File: config.mk
export PLATFORM = sky130hd
export DESIGN_NAME = lcd_debug_top
export DESIGN_NICKNAME = d
export VERILOG_FILES = /design/src/lcd_pkg.sv /design/src/lcd_scan_if.sv /design/src/lcd_timing.sv /design/src/hex_text_map.sv /design/src/seg_glyph.sv /design/src/backlight_pwm.sv /design/src/host_regs.sv /design/src/lcd_debug_top.sv
export VERILOG_INCLUDE_DIRS = /design/src
export SDC_FILE = /design/constraint.sdc
export NUM_CORES = 1
export LEC_CHECK = 0
export ABC_AREA = 1
export CAP_MARGIN = 30
export CORE_MARGIN = 2
export CORE_UTILIZATION = 39
export CTS_CLUSTER_DIAMETER = 120
export CTS_CLUSTER_SIZE = 8
export DETAILED_ROUTE_END_ITERATION = 8
export DONT_BUFFER_PORTS = 1
export HOLD_SLACK_MARGIN = 0.02
export PLACE_DENSITY = 0.65
export SLEW_MARGIN = 20
export SYNTH_ARGS = -nofsm -noshare
export SYNTH_HDL_FRONTEND = slang
export SYNTH_HIERARCHICAL = 1
export SYNTH_SLANG_ARGS = --single-unit
File: constraint.sdc
create_clock -name clock_50 -period 5.3 [get_ports clock_50]
set_input_delay 0.53 -clock clock_50 [delete_from_list [all_inputs] [get_ports clock_50]]
set_output_delay 0.53 -clock clock_50 [all_outputs]
set_load 0.01 [all_outputs]
File: src/lcd_cfg.svh
/* LCD debug display configuration */

`ifndef LCD_CFG_SVH
`define LCD_CFG_SVH

// Visible area of the 800 by 480 panel.
`define LCD_H_ACTIVE 800
`define LCD_V_ACTIVE 480

// Horizontal blanking, in pixel ticks.
`define LCD_H_FRONT 40
`define LCD_H_SYNC 128
`define LCD_H_BACK 88
`define LCD_H_TOTAL (`LCD_H_ACTIVE + `LCD_H_FRONT + `LCD_H_SYNC + `LCD_H_BACK)

// Vertical blanking, in lines.
`define LCD_V_FRONT 1
`define LCD_V_SYNC 3
`define LCD_V_BACK 23
`define LCD_V_TOTAL (`LCD_V_ACTIVE + `LCD_V_FRONT + `LCD_V_SYNC + `LCD_V_BACK)

// Scan counter widths.
`define LCD_X_BITS 11
`define LCD_Y_BITS 10

// Text layer. Glyph pixels are 4 by 4 screen pixels.
`define TEXT_LOG2_SCALE 2
`define GLYPH_W 8
`define GLYPH_H 16
`define TEXT_DIGITS 8
`define TEXT_WORDS 3
`define OVERLAY_RED 8'h80

// Backlight, 50 MHz / 250 / 1000 gives 200 Hz.
`define PWM_MAX 1000
`define PWM_BITS 10
`define PWM_PRESCALE 250

// Host register map and reset contents.
`define REG_DEBUG0 32'h0000_0000
`define REG_DEBUG1 32'h0000_0004
`define REG_DEBUG2 32'h0000_0008
`define REG_CTRL 32'h0000_000c
`define DEBUG0_RESET 32'hdead_beef
`define DEBUG1_RESET 32'hcafe_babe
`define DEBUG2_RESET 32'hface_feed
`define AXI_RESP_OKAY 2'b00
`define AXI_RESP_SLVERR 2'b10

`endif

File: src/lcd_pkg.sv
/* LCD debug display types */

`include "lcd_cfg.svh"

package lcd_pkg;

    // Host control word.
    // Read raw by the bus, by fields in the display blocks.
    typedef union packed {
        logic [31:0] raw;
        struct packed {
            // Stored but unused.
            logic [31-`PWM_BITS-2:0] reserved;
            // Backlight level, 0 to PWM_MAX.
            logic [`PWM_BITS-1:0] brightness;
            // Zero means full brightness.
            logic brightness_sel;
            // Shows the hex text layer.
            logic overlay_en;
        } ctrl;
    } host_word_u;

endpackage

File: src/lcd_scan_if.sv
/* LCD scan bundle */

`timescale 1ns/1ps

`include "lcd_cfg.svh"

interface lcd_scan_if;

    // Pixel tick, high every second clock.
    logic tick;
    // Scan position and panel sync.
    logic [`LCD_X_BITS-1:0] x;
    logic [`LCD_Y_BITS-1:0] y;
    logic de;
    logic hs_n;
    logic vs_n;

    modport source (output tick, x, y, de, hs_n, vs_n);
    modport sink (input tick, x, y, de, hs_n, vs_n);

endinterface

File: src/lcd_timing.sv
/* LCD scan timing generator */

`timescale 1ns/1ps

`include "lcd_cfg.svh"

module lcd_timing (
    input logic clock_50,
    input logic rst,
    lcd_scan_if.source scan
);

    // Last counter values of a line and a frame.
    localparam logic [`LCD_X_BITS-1:0] X_LAST = `LCD_H_TOTAL - 1;
    localparam logic [`LCD_Y_BITS-1:0] Y_LAST = `LCD_V_TOTAL - 1;

    // Sync windows, start inclusive and end exclusive.
    localparam logic [`LCD_X_BITS-1:0] HS_START = `LCD_H_ACTIVE + `LCD_H_FRONT;
    localparam logic [`LCD_X_BITS-1:0] HS_END = `LCD_H_ACTIVE + `LCD_H_FRONT + `LCD_H_SYNC;
    localparam logic [`LCD_Y_BITS-1:0] VS_START = `LCD_V_ACTIVE + `LCD_V_FRONT;
    localparam logic [`LCD_Y_BITS-1:0] VS_END = `LCD_V_ACTIVE + `LCD_V_FRONT + `LCD_V_SYNC;

    logic [`LCD_X_BITS-1:0] x_next;
    logic [`LCD_Y_BITS-1:0] y_next;

    // Next scan position.
    always_comb begin
        x_next = scan.x + 1'b1;
        y_next = scan.y;
        if (scan.x == X_LAST) begin
            x_next = '0;
            // Line wrap steps the row.
            y_next = (scan.y == Y_LAST) ? '0 : scan.y + 1'b1;
        end
    end

    // Counters and sync all move on the same tick.
    always_ff @(posedge clock_50) begin
        if (rst) begin
            scan.tick <= 1'b0;
            // Parked on the last blank pixel.
            // The first tick lands on pixel 0, 0.
            scan.x <= X_LAST;
            scan.y <= Y_LAST;
            scan.de <= 1'b0;
            scan.hs_n <= 1'b1;
            scan.vs_n <= 1'b1;
        end else begin
            // Half rate pixel clock.
            scan.tick <= ~scan.tick;
            if (scan.tick) begin
                scan.x <= x_next;
                scan.y <= y_next;
                // Flags follow the new position.
                scan.de <= (x_next < `LCD_H_ACTIVE) && (y_next < `LCD_V_ACTIVE);
                scan.hs_n <= !((x_next >= HS_START) && (x_next < HS_END));
                scan.vs_n <= !((y_next >= VS_START) && (y_next < VS_END));
            end
        end
    end

endmodule

File: src/hex_text_map.sv
/* Hex text cell mapping */

`timescale 1ns/1ps

`include "lcd_cfg.svh"

module hex_text_map (
    input logic clock_50,
    input logic rst,
    lcd_scan_if.sink scan_in,
    lcd_scan_if.source scan_out,
    input logic [31:0] debug0,
    input logic [31:0] debug1,
    input logic [31:0] debug2,
    output logic [3:0] digit,
    output logic digit_valid,
    output logic [2:0] glyph_col,
    output logic [3:0] glyph_row
);

    // Screen pixels per cell, as shifts. 32 across, 64 down.
    localparam int COL_SHIFT = `TEXT_LOG2_SCALE + $clog2(`GLYPH_W);
    localparam int ROW_SHIFT = `TEXT_LOG2_SCALE + $clog2(`GLYPH_H);

    logic [`LCD_X_BITS-COL_SHIFT-1:0] text_col;
    logic [`LCD_Y_BITS-ROW_SHIFT-1:0] text_row;
    logic [31:0] row_word;
    logic [2:0] nibble;
    logic [3:0] cell_digit;
    logic cell_valid;

    // Cell index and position inside the cell.
    assign text_col = scan_in.x[`LCD_X_BITS-1:COL_SHIFT];
    assign text_row = scan_in.y[`LCD_Y_BITS-1:ROW_SHIFT];

    // One debug word per text row.
    always_comb begin
        case (text_row)
            'd0: row_word = debug0;
            'd1: row_word = debug1;
            default: row_word = debug2;
        endcase
    end

    // Column 0 shows the top nibble.
    assign nibble = 3'(`TEXT_DIGITS - 1) - text_col[2:0];
    assign cell_digit = row_word[{nibble, 2'b00} +: 4];
    assign cell_valid = (text_row < `TEXT_WORDS) && (text_col < `TEXT_DIGITS);

    // Pixel tick passes straight on.
    assign scan_out.tick = scan_in.tick;

    // Sync state of the delayed scan.
    always_ff @(posedge clock_50) begin
        if (rst) begin
            scan_out.de <= 1'b0;
            scan_out.hs_n <= 1'b1;
            scan_out.vs_n <= 1'b1;
            digit_valid <= 1'b0;
        end else if (scan_in.tick) begin
            scan_out.de <= scan_in.de;
            scan_out.hs_n <= scan_in.hs_n;
            scan_out.vs_n <= scan_in.vs_n;
            digit_valid <= cell_valid;
        end
    end

    // Cell payload, one tick behind like the sync.
    always_ff @(posedge clock_50) begin
        if (scan_in.tick) begin
            scan_out.x <= scan_in.x;
            scan_out.y <= scan_in.y;
            digit <= cell_digit;
            glyph_col <= scan_in.x[`TEXT_LOG2_SCALE +: 3];
            glyph_row <= scan_in.y[`TEXT_LOG2_SCALE +: 4];
        end
    end

endmodule

File: src/seg_glyph.sv
/* Seven segment glyph renderer */

`timescale 1ns/1ps

`include "lcd_cfg.svh"

module seg_glyph (
    input logic clock_50,
    input logic rst,
    lcd_scan_if.sink scan,
    input logic [3:0] digit,
    input logic digit_valid,
    input logic [2:0] glyph_col,
    input logic [3:0] glyph_row,
    input logic overlay_en,
    output logic [7:0] red,
    output logic [7:0] green,
    output logic [7:0] blue,
    output logic de,
    output logic hs_n,
    output logic vs_n
);

    // Segment order a b c d e f g, a in the top bit.
    logic [6:0] segs;
    logic [6:0] seg_here;
    logic mid_col;
    logic upper_row;
    logic lower_row;
    logic lit;

    // Hex segment sets.
    always_comb begin
        case (digit)
            4'h0: segs = 7'b1111110;
            4'h1: segs = 7'b0110000;
            4'h2: segs = 7'b1101101;
            4'h3: segs = 7'b1111001;
            4'h4: segs = 7'b0110011;
            4'h5: segs = 7'b1011011;
            4'h6: segs = 7'b1011111;
            4'h7: segs = 7'b1110000;
            4'h8: segs = 7'b1111111;
            4'h9: segs = 7'b1111011;
            4'ha: segs = 7'b1110111;
            4'hb: segs = 7'b0011111;
            4'hc: segs = 7'b1001110;
            4'hd: segs = 7'b0111101;
            4'he: segs = 7'b1001111;
            default: segs = 7'b1000111;
        endcase
    end

    // Which segments cover this cell pixel.
    assign mid_col = (glyph_col >= 3'd1) && (glyph_col <= 3'd6);
    assign upper_row = (glyph_row >= 4'd1) && (glyph_row <= 4'd7);
    assign lower_row = (glyph_row >= 4'd8) && (glyph_row <= 4'd14);
    assign seg_here = {
        (glyph_row == 4'd1) && mid_col,
        (glyph_col == 3'd6) && upper_row,
        (glyph_col == 3'd6) && lower_row,
        (glyph_row == 4'd14) && mid_col,
        (glyph_col == 3'd1) && lower_row,
        (glyph_col == 3'd1) && upper_row,
        (glyph_row == 4'd7) && mid_col
    };
    assign lit = |(segs & seg_here);

    // Red text on black.
    assign green = 8'h00;
    assign blue = 8'h00;

    // Output stage.
    always_ff @(posedge clock_50) begin
        if (rst) begin
            red <= 8'h00;
            de <= 1'b0;
            hs_n <= 1'b1;
            vs_n <= 1'b1;
        end else if (scan.tick) begin
            red <= (lit && scan.de && digit_valid && overlay_en) ? `OVERLAY_RED : 8'h00;
            de <= scan.de;
            hs_n <= scan.hs_n;
            vs_n <= scan.vs_n;
        end
    end

endmodule

File: src/backlight_pwm.sv
/* Backlight PWM */

`timescale 1ns/1ps

`include "lcd_cfg.svh"

module backlight_pwm import lcd_pkg::*; (
    input logic clock_50,
    input logic rst,
    input host_word_u ctrl,
    output logic pwm
);

    localparam int PRE_BITS = $clog2(`PWM_PRESCALE);
    localparam logic [PRE_BITS-1:0] PRE_LAST = `PWM_PRESCALE - 1;
    localparam logic [`PWM_BITS-1:0] PHASE_LAST = `PWM_MAX - 1;
    localparam logic [`PWM_BITS-1:0] LEVEL_FULL = `PWM_MAX;

    logic [PRE_BITS-1:0] pre_cnt;
    logic [`PWM_BITS-1:0] phase;
    logic [`PWM_BITS-1:0] level;

    // Host level, or full until the host selects one.
    always_comb begin
        if (!ctrl.ctrl.brightness_sel) begin
            level = LEVEL_FULL;
        end else if (ctrl.ctrl.brightness > LEVEL_FULL) begin
            // Clamp.
            level = LEVEL_FULL;
        end else begin
            level = ctrl.ctrl.brightness;
        end
    end

    // Phase steps every PWM_PRESCALE clocks.
    always_ff @(posedge clock_50) begin
        if (rst) begin
            pre_cnt <= '0;
            phase <= '0;
            pwm <= 1'b0;
        end else begin
            pre_cnt <= (pre_cnt == PRE_LAST) ? '0 : pre_cnt + 1'b1;
            if (pre_cnt == PRE_LAST) begin
                phase <= (phase == PHASE_LAST) ? '0 : phase + 1'b1;
            end
            // High for the first level phases.
            pwm <= phase < level;
        end
    end

endmodule

File: src/host_regs.sv
/* AXI4-Lite host registers */

`timescale 1ns/1ps

`include "lcd_cfg.svh"

module host_regs import lcd_pkg::*; (
    input logic clock_50,
    input logic rst,
    input logic [31:0] awaddr,
    input logic awvalid,
    output logic awready,
    input logic [31:0] wdata,
    input logic [3:0] wstrb,
    input logic wvalid,
    output logic wready,
    output logic [1:0] bresp,
    output logic bvalid,
    input logic bready,
    input logic [31:0] araddr,
    input logic arvalid,
    output logic arready,
    output logic [31:0] rdata,
    output logic [1:0] rresp,
    output logic rvalid,
    input logic rready,
    output logic [31:0] debug0,
    output logic [31:0] debug1,
    output logic [31:0] debug2,
    output host_word_u ctrl
);

    logic wr_accept;
    logic wr_hit;
    logic rd_hit;
    logic [31:0] rd_word;

    // Byte lanes of data replace those of old.
    function automatic logic [31:0] merge_bytes(input logic [31:0] old,
                                                input logic [31:0] data,
                                                input logic [3:0] strb);
        logic [31:0] res;
        res = old;
        for (int i = 0; i < 4; i++) begin
            if (strb[i]) begin
                res[8*i +: 8] = data[8*i +: 8];
            end
        end
        return res;
    endfunction

    // Address and data are taken together.
    assign awready = wr_accept;
    assign wready = wr_accept;
    // One read outstanding at a time.
    assign arready = !rvalid;

    // Write decode.
    always_comb begin
        case (awaddr)
            `REG_DEBUG0, `REG_DEBUG1, `REG_DEBUG2, `REG_CTRL: wr_hit = 1'b1;
            default: wr_hit = 1'b0;
        endcase
    end

    // Read decode and mux.
    always_comb begin
        rd_hit = 1'b1;
        case (araddr)
            `REG_DEBUG0: rd_word = debug0;
            `REG_DEBUG1: rd_word = debug1;
            `REG_DEBUG2: rd_word = debug2;
            `REG_CTRL: rd_word = ctrl.raw;
            default: begin
                rd_word = 32'h0;
                rd_hit = 1'b0;
            end
        endcase
    end

    // Handshakes and register storage.
    always_ff @(posedge clock_50) begin
        if (rst) begin
            wr_accept <= 1'b0;
            bvalid <= 1'b0;
            rvalid <= 1'b0;
            debug0 <= `DEBUG0_RESET;
            debug1 <= `DEBUG1_RESET;
            debug2 <= `DEBUG2_RESET;
            // Text on, backlight at full.
            ctrl.raw <= 32'h0000_0001;
        end else begin
            if (bvalid && bready) begin
                bvalid <= 1'b0;
            end
            if (wr_accept) begin
                // Ready lasts a single cycle.
                wr_accept <= 1'b0;
                bvalid <= 1'b1;
                case (awaddr)
                    `REG_DEBUG0: debug0 <= merge_bytes(debug0, wdata, wstrb);
                    `REG_DEBUG1: debug1 <= merge_bytes(debug1, wdata, wstrb);
                    `REG_DEBUG2: debug2 <= merge_bytes(debug2, wdata, wstrb);
                    `REG_CTRL: ctrl.raw <= merge_bytes(ctrl.raw, wdata, wstrb);
                    default: ;
                endcase
            end else if (awvalid && wvalid && !bvalid) begin
                wr_accept <= 1'b1;
            end
            if (rvalid && rready) begin
                rvalid <= 1'b0;
            end
            if (arvalid && arready) begin
                rvalid <= 1'b1;
            end
        end
    end

    // Response payload.
    always_ff @(posedge clock_50) begin
        if (wr_accept) begin
            bresp <= wr_hit ? `AXI_RESP_OKAY : `AXI_RESP_SLVERR;
        end
        if (arvalid && arready) begin
            rresp <= rd_hit ? `AXI_RESP_OKAY : `AXI_RESP_SLVERR;
            rdata <= rd_word;
        end
    end

endmodule

File: src/lcd_debug_top.sv
/* LCD debug display top */

`timescale 1ns/1ps

module lcd_debug_top import lcd_pkg::*; (
    input logic clock_50,
    input logic rst,
    // AXI4-Lite host port.
    input logic [31:0] awaddr,
    input logic awvalid,
    output logic awready,
    input logic [31:0] wdata,
    input logic [3:0] wstrb,
    input logic wvalid,
    output logic wready,
    output logic [1:0] bresp,
    output logic bvalid,
    input logic bready,
    input logic [31:0] araddr,
    input logic arvalid,
    output logic arready,
    output logic [31:0] rdata,
    output logic [1:0] rresp,
    output logic rvalid,
    input logic rready,
    // Panel.
    output logic lcd_clk,
    output logic [7:0] lcd_red,
    output logic [7:0] lcd_green,
    output logic [7:0] lcd_blue,
    output logic lcd_de,
    output logic lcd_hs_n,
    output logic lcd_vs_n,
    output logic lcd_pwm
);

    logic [31:0] debug0;
    logic [31:0] debug1;
    logic [31:0] debug2;
    host_word_u ctrl;
    logic [3:0] digit;
    logic digit_valid;
    logic [2:0] glyph_col;
    logic [3:0] glyph_row;

    // Raw scan, then the scan one tick later.
    lcd_scan_if scan_raw ();
    lcd_scan_if scan_cell ();

    // The tick doubles as the panel clock.
    assign lcd_clk = scan_raw.tick;

    lcd_timing u_timing (.clock_50(clock_50), .rst(rst), .scan(scan_raw));

    hex_text_map u_text (
        .clock_50(clock_50), .rst(rst),
        .scan_in(scan_raw), .scan_out(scan_cell),
        .debug0(debug0), .debug1(debug1), .debug2(debug2),
        .digit(digit), .digit_valid(digit_valid),
        .glyph_col(glyph_col), .glyph_row(glyph_row)
    );

    seg_glyph u_glyph (
        .clock_50(clock_50), .rst(rst), .scan(scan_cell),
        .digit(digit), .digit_valid(digit_valid),
        .glyph_col(glyph_col), .glyph_row(glyph_row),
        .overlay_en(ctrl.ctrl.overlay_en),
        .red(lcd_red), .green(lcd_green), .blue(lcd_blue),
        .de(lcd_de), .hs_n(lcd_hs_n), .vs_n(lcd_vs_n)
    );

    backlight_pwm u_pwm (.clock_50(clock_50), .rst(rst), .ctrl(ctrl), .pwm(lcd_pwm));

    host_regs u_regs (
        .clock_50(clock_50), .rst(rst),
        .awaddr(awaddr), .awvalid(awvalid), .awready(awready),
        .wdata(wdata), .wstrb(wstrb), .wvalid(wvalid), .wready(wready),
        .bresp(bresp), .bvalid(bvalid), .bready(bready),
        .araddr(araddr), .arvalid(arvalid), .arready(arready),
        .rdata(rdata), .rresp(rresp), .rvalid(rvalid), .rready(rready),
        .debug0(debug0), .debug1(debug1), .debug2(debug2), .ctrl(ctrl)
    );

endmodule

==> results of run 1 <==
==> per-layer routing <==
metal	wire length, um	GRT usage [%]
met5	22	0
met2	17400	33.6
met4	1080	6.67
met3	3110	4.06
met1	16600	28.8
==> layout by cell type, fill, tap and decap left out, drive strengths merged <==
cell / n
a22oi: 4
ha: 23
edfxtp: 45
conb: 25
o21a: 2
o22a: 1
nand3b: 2
xnor2: 1
o21ai: 25
o21bai: 1
nor3b: 2
nor2: 208
buf: 17
a21oi: 96
o31ai: 1
nand4: 24
or2: 1
nor3: 10
inv: 221
nand2: 575
clkbuf: 56
o22ai: 8
dfxtp: 183
xor2: 4
o211ai: 1
nand3: 433
clkinv: 5
==> layout make-up <==
class	count	share of cell area (%)
Clock buffer	56	6.81
Inverter	225	5.94
Multi-Input combinational cell	1447	47.2
Tap cell	448	3.91
Timing Repair Buffer	17	1.07
Clock inverter	1	0.0611
Sequential cell	228	35.0
==> stage by stage <==
step	cells	instance area (um^2)	power [uW]	util (%)	setup slack [ps]
after detailed placement	2363	13300	2320	39.6	2640
after global placement	2363	13300	2310	39.6	2700
after global routing	2422	14300	4500	42.6	2560
final	2422	14300	4320	42.6	2780
after CTS	2420	14300	4350	42.5	2820
after floorplan	2025	13400	2250	-	3420
==> worst max-delay path: cells and delay by family, from the launching register on <==
family                 cells  cell delay [ps]
buffers and inverters      3              920
DFF                        1              310
and+or+nand+nor            5             1190
==> registers in the layout, indices dropped and copies added, names as in the netlist, 3 cells and up <==
signal             flops
u_regs/ctrl           32
u_regs/debug0         32
u_regs/debug1         32
u_regs/debug2         32
u_regs/rdata          32
u_timing/scan.x       11
u_pwm/phase           10
u_timing/scan.y       10
u_pwm/pre_cnt          8
u_text/digit           4
u_text/scan_out.y      4
u_text/scan_out.x      3
==> how the worst min path moves through the flow <==
| stage | start | end | slack [ps] | cells past startpoint |
|---|---|---|---|---|
| 2_1_floorplan | u_timing/scan.de | u_timing/scan.de | 430 | 2 |
| 3_3_place_gp | u_text/scan_out.hs_n | u_text/scan_out.hs_n | 450 | 2 |
| 3_5_place_dp | u_text/scan_out.vs_n | u_text/scan_out.vs_n | 450 | 2 |
| 4_1_cts | rst | u_glyph/red[7] | 80 | 1 |
| 5_1_grt | rst | u_glyph/red[7] | 80 | 1 |
| 6_report | rst | u_pwm/phase[2] | 100 | 1 |
==> where the power goes <==
part	switching, uW	internal [uW]
logic	301	121
registers	55.8	1820
clock network	776	1250
total	1130	3180
==> run metrics, run 1 <==
FF+latch area 5010 um^2; Final setup viols 0; Final period util 47.5%; Global Route Usage Sum 21.1%; Crit Path Class flip-flop to flip-flop; Worst setup EP type flip-flop; flop2flop setup slack 2780 ps; post-route ant nets 0; RSZ-0062 raised after global routing no; Hold Crit Class input pin to flip-flop; clk slew on worst S/H paths 50 ps; Post-CTS Hold Buffers 0; Syn Inst Count 2002; CP Cell Sequence buf_4 -> inv_1 -> nor2_1 -> inv_1 -> nor2_1 -> nand3_2 -> nor2_1 -> nor2_1; DRT Pass-1 Iters 6; end point of the critical path u_timing/scan.vs_n; routed len/inst 15.8 um; global-route wire length before repair 61000 um; HPWL after detailed placement 24900 um; max_slew headroom 34.3%; Max FO, Critical Path 26; Setup Total Neg Slack 0 ps; post-CTS setup buffer count 0; row cnt 67; maximum vdd drop 0.222 mV; share of layout cells above drive strength 1 5.67%; H-tree levels 2; largest net degree at the start of global routing 87; Synth Area per Inst 6.65 um^2; Leak 0.00665 uW; worst path arrival time 2900 ps; Root Driver clkbuf_16; die area 35600 um^2; vias per std cell 5.21; Die Wd 189 um; clk sink count 228; RePlAce Congestion 0.844; Initial DRC Count 1270; fin crit period 2520 ps; Cell Area, Synth 13300 um^2; Nets 2083; worst endpoint required time 5680 ps; Worst path most repeated cell nor2_1; Port Buffers 0; clk buf depth 3; CP Launch Type flip-flop; Hold WS 98.8 ps; Slew Limit Fails 0; achievable clock frequency 0.397 GHz; initial antenna violation count 1; MaxCap Viol Count 0; ant diodes 0; worst r2r src u_timing/scan.tick; total gr overflow 0; post-CTS sizing 0; Worst path max stage delay 650 ps; die height 189 um; clk_lat worst skew 490 ps; initial core utilization 39.6%; CTS tree yes; total CTS buffers 34; highest-delay cell along the critical path nor2_1; I/O pin total 177; final hold vios 0; Crit Reg-Reg Endpoint u_timing/scan.vs_n; clk_skew 17.8 ps; Reg2Reg Depth 8; vias in the first global route 11.4k; power per cell area 301 nW/um^2; Area Overhead vs Synth 7.54%; CP Launch Point u_timing/scan.tick; DR vias 12.6k; FILL cells 3470; drt total wl 38200 um; Core Box Area 33600 um^2; # DRC 0; outcome completed; Synth Warn # 6; multi-input logic area 6760 um^2; worst slew pin tran 985 ps
Note: power is estimated with default switching activity, not from simulation.
==> inputs of run 2 (changes only) <==
clock period = 2.55 ns   (was 5.3 ns; I/O delays follow)
==> run 2 against run 1 <==
Utilization grew 1.8 points. Maximum frequency grew 19%. Final cell count up 2.4%. Clock power is 100% higher. Sequential share of layout area down 1.4 points. Combinational power is 130% higher. Non-clock buffer count rose by 58. Critical endpoint unchanged.
==> run metrics, run 2 (synthesized netlist as in run 1, its figures left out) <==
H-tree levels 2 (unchanged); worst path arrival time 2510 ps (-390 ps); Final setup viols 0 (unchanged); die height 189 um (unchanged); worst slew pin tran 910 ps (-75.4 ps); Initial DRC Count 904 (-29%); Tot Pwr 9010 uW (+110%); RePlAce Congestion 0.864 (+2.4%); drt total wl 38400 um (+0.62%); RSZ-0062 raised after global routing no; clk slew on worst S/H paths 50 ps (about the same); Non-Filler Instances 2480 (+2.4%); maximum vdd drop 0.509 mV (+130%); CP Launch Type flip-flop; MaxCap Viol Count 0 (unchanged); Crit Path Class flip-flop to flip-flop; global-route wire length before repair 62400 um (+2.2%); achievable clock frequency 0.472 GHz (+19%); largest net degree at the start of global routing 99 (+14%); Slew Limit Fails 0 (unchanged); CTS tree yes; clk_lat worst skew 510 ps (+20 ps); routed len/inst 15.5 um (-1.7%); I/O pin total 177 (unchanged); Root Driver clkbuf_16; vias in the first global route 12.1k (+6.6%); FILL cells 3445 (-0.72%); Global Route Usage Sum 21.4% (+0.29 points); most frequent cells in the layout nand2_1 (570), nand3_1 (429), inv_1 (210), dfxtp_1 (183), nor2_1 (179); Final period util 83.2% (+36 points); DRT Pass-1 Iters 5 (-1); initial antenna violation count 3 (+2); share of layout cells above drive strength 1 6.60% (+0.93 points); fin crit period 2120 ps (-398 ps); commonest non-fill, non-tap cell in the layout nand2_1; # DRC 0 (unchanged); die area 35600 um^2 (unchanged); HP Start wdata[29]; HPWL after detailed placement 25800 um (+4.0%); Core Box Area 33600 um^2 (unchanged); Worst setup EP type flip-flop; power per cell area 604 nW/um^2 (+100%); max_slew headroom 39.2% (+4.8 points); Hold Crit Class input pin to flip-flop; final hold vios 0 (unchanged); Setup Total Neg Slack 0 ps (unchanged); fin util 44.4% (+1.8 points); flop2flop setup slack 430 ps (-2350 ps); clk buf depth 3 (unchanged); total CTS buffers 34 (unchanged); row cnt 67 (unchanged); Area Overhead vs Synth 12.1%; worst endpoint required time 2940 ps (-2740 ps); initial core utilization 39.6% (unchanged); dpl cells 2387 (+1.0%); outcome completed; Die Wd 189 um (unchanged); Max FO, Critical Path 10 (-62%); Nets 2141 (+2.8%); Leak 0.00693 uW (+4.2%); post-CTS setup buffer count 0 (unchanged); Reg2Reg Depth 11 (+3); worst r2r src u_timing/scan.x[0]; total gr overflow 0 (unchanged); Crit Reg-Reg Endpoint u_timing/scan.vs_n; end point of the critical path u_timing/scan.vs_n; Port Buffers 0 (unchanged); post-CTS sizing 0 (unchanged); clk_skew 24.6 ps (+6.77 ps); post-route ant nets 0 (unchanged); vias per std cell 5.19 (-0.44%); Post-CTS Hold Buffers 36 (+36); clk sink count 228 (unchanged); CP Launch Point u_timing/scan.x[0]; DR vias 12.9k (+1.9%)
## run 2: changes by cell type in the layout (fill, tap and decap cells not counted), sizes merged
| cell | previous run | this run |
|---|---|---|
| buf | 17 | 39 |
| clkbuf | 56 | 52 |
| clkinv | 5 | 6 |
| diode | 0 | 3 |
| dlygate4sd3 | 0 | 36 |
## run 2: cell type report
| cell class | count | area, um^2 | share of cell area [%] |
|---|---|---|---|
| Multi-Input combinational cell | 1447 | 6760 | 45.3 |
| Sequential cell | 228 | 5010 | 33.6 |
| Clock buffer | 52 | 940 | 6.30 |
| Inverter | 225 | 851 | 5.70 |
| Timing Repair Buffer | 75 | 778 | 5.21 |
| Tap cell | 448 | 561 | 3.76 |
| Clock inverter | 2 | 13.8 | 0.0922 |
| Antenna cell | 3 | 7.51 | 0.0503 |
## run 2: metal layers
layer	vias up	part of all wire (%)	GRT usage [%]
met2	523	47	36.4
met5	-	0	0
met1	5829	42	26.9
met3	81	7.2	3.69
li1	6442	-	-
met4	0	3.0	8.53
## run 2: stage by stage
step                      setup WS, ps  instance area (um^2)  hold WS (ps)
after floorplan                    666                 13400           317
after global placement             529                 13600           327
after detailed placement           471                 13600           330
after CTS                          451                 14900          23.9
after global routing               231                 14900          50.7
final                              430                 14900          34.4
## run 2: worst min-delay path by stage
stage | to | slack (ps) | cells after the start
after floorplan | u_glyph/red[7] | 320 | 1
after global placement | u_pwm/phase[2] | 330 | 1
after detailed placement | u_pwm/phase[7] | 330 | 1
after CTS | u_regs/ctrl[29] | 20 | 4
after global routing | u_regs/debug2[24] | 50 | 4
final | u_regs/ctrl[29] | 30 | 4
## run 2: where the power goes
group | switching [uW] | total (uW) | internal (uW)
logic | 678 | 989 | 310
clock network | 1610 | 4120 | 2510
registers | 120 | 3900 | 3780
## run 2: worst max-delay path, stage by stage, from the launching register on
cell,delay (ps)
dfxtp_1,510
ha_1,260
nand2_2,90
nor2_4,180
nand2_4,80
nor2_4,270
buf_4,210
o21ai_2,60
nor2_1,130
nand3_2,70
nor2_1,100
nor2_1,40
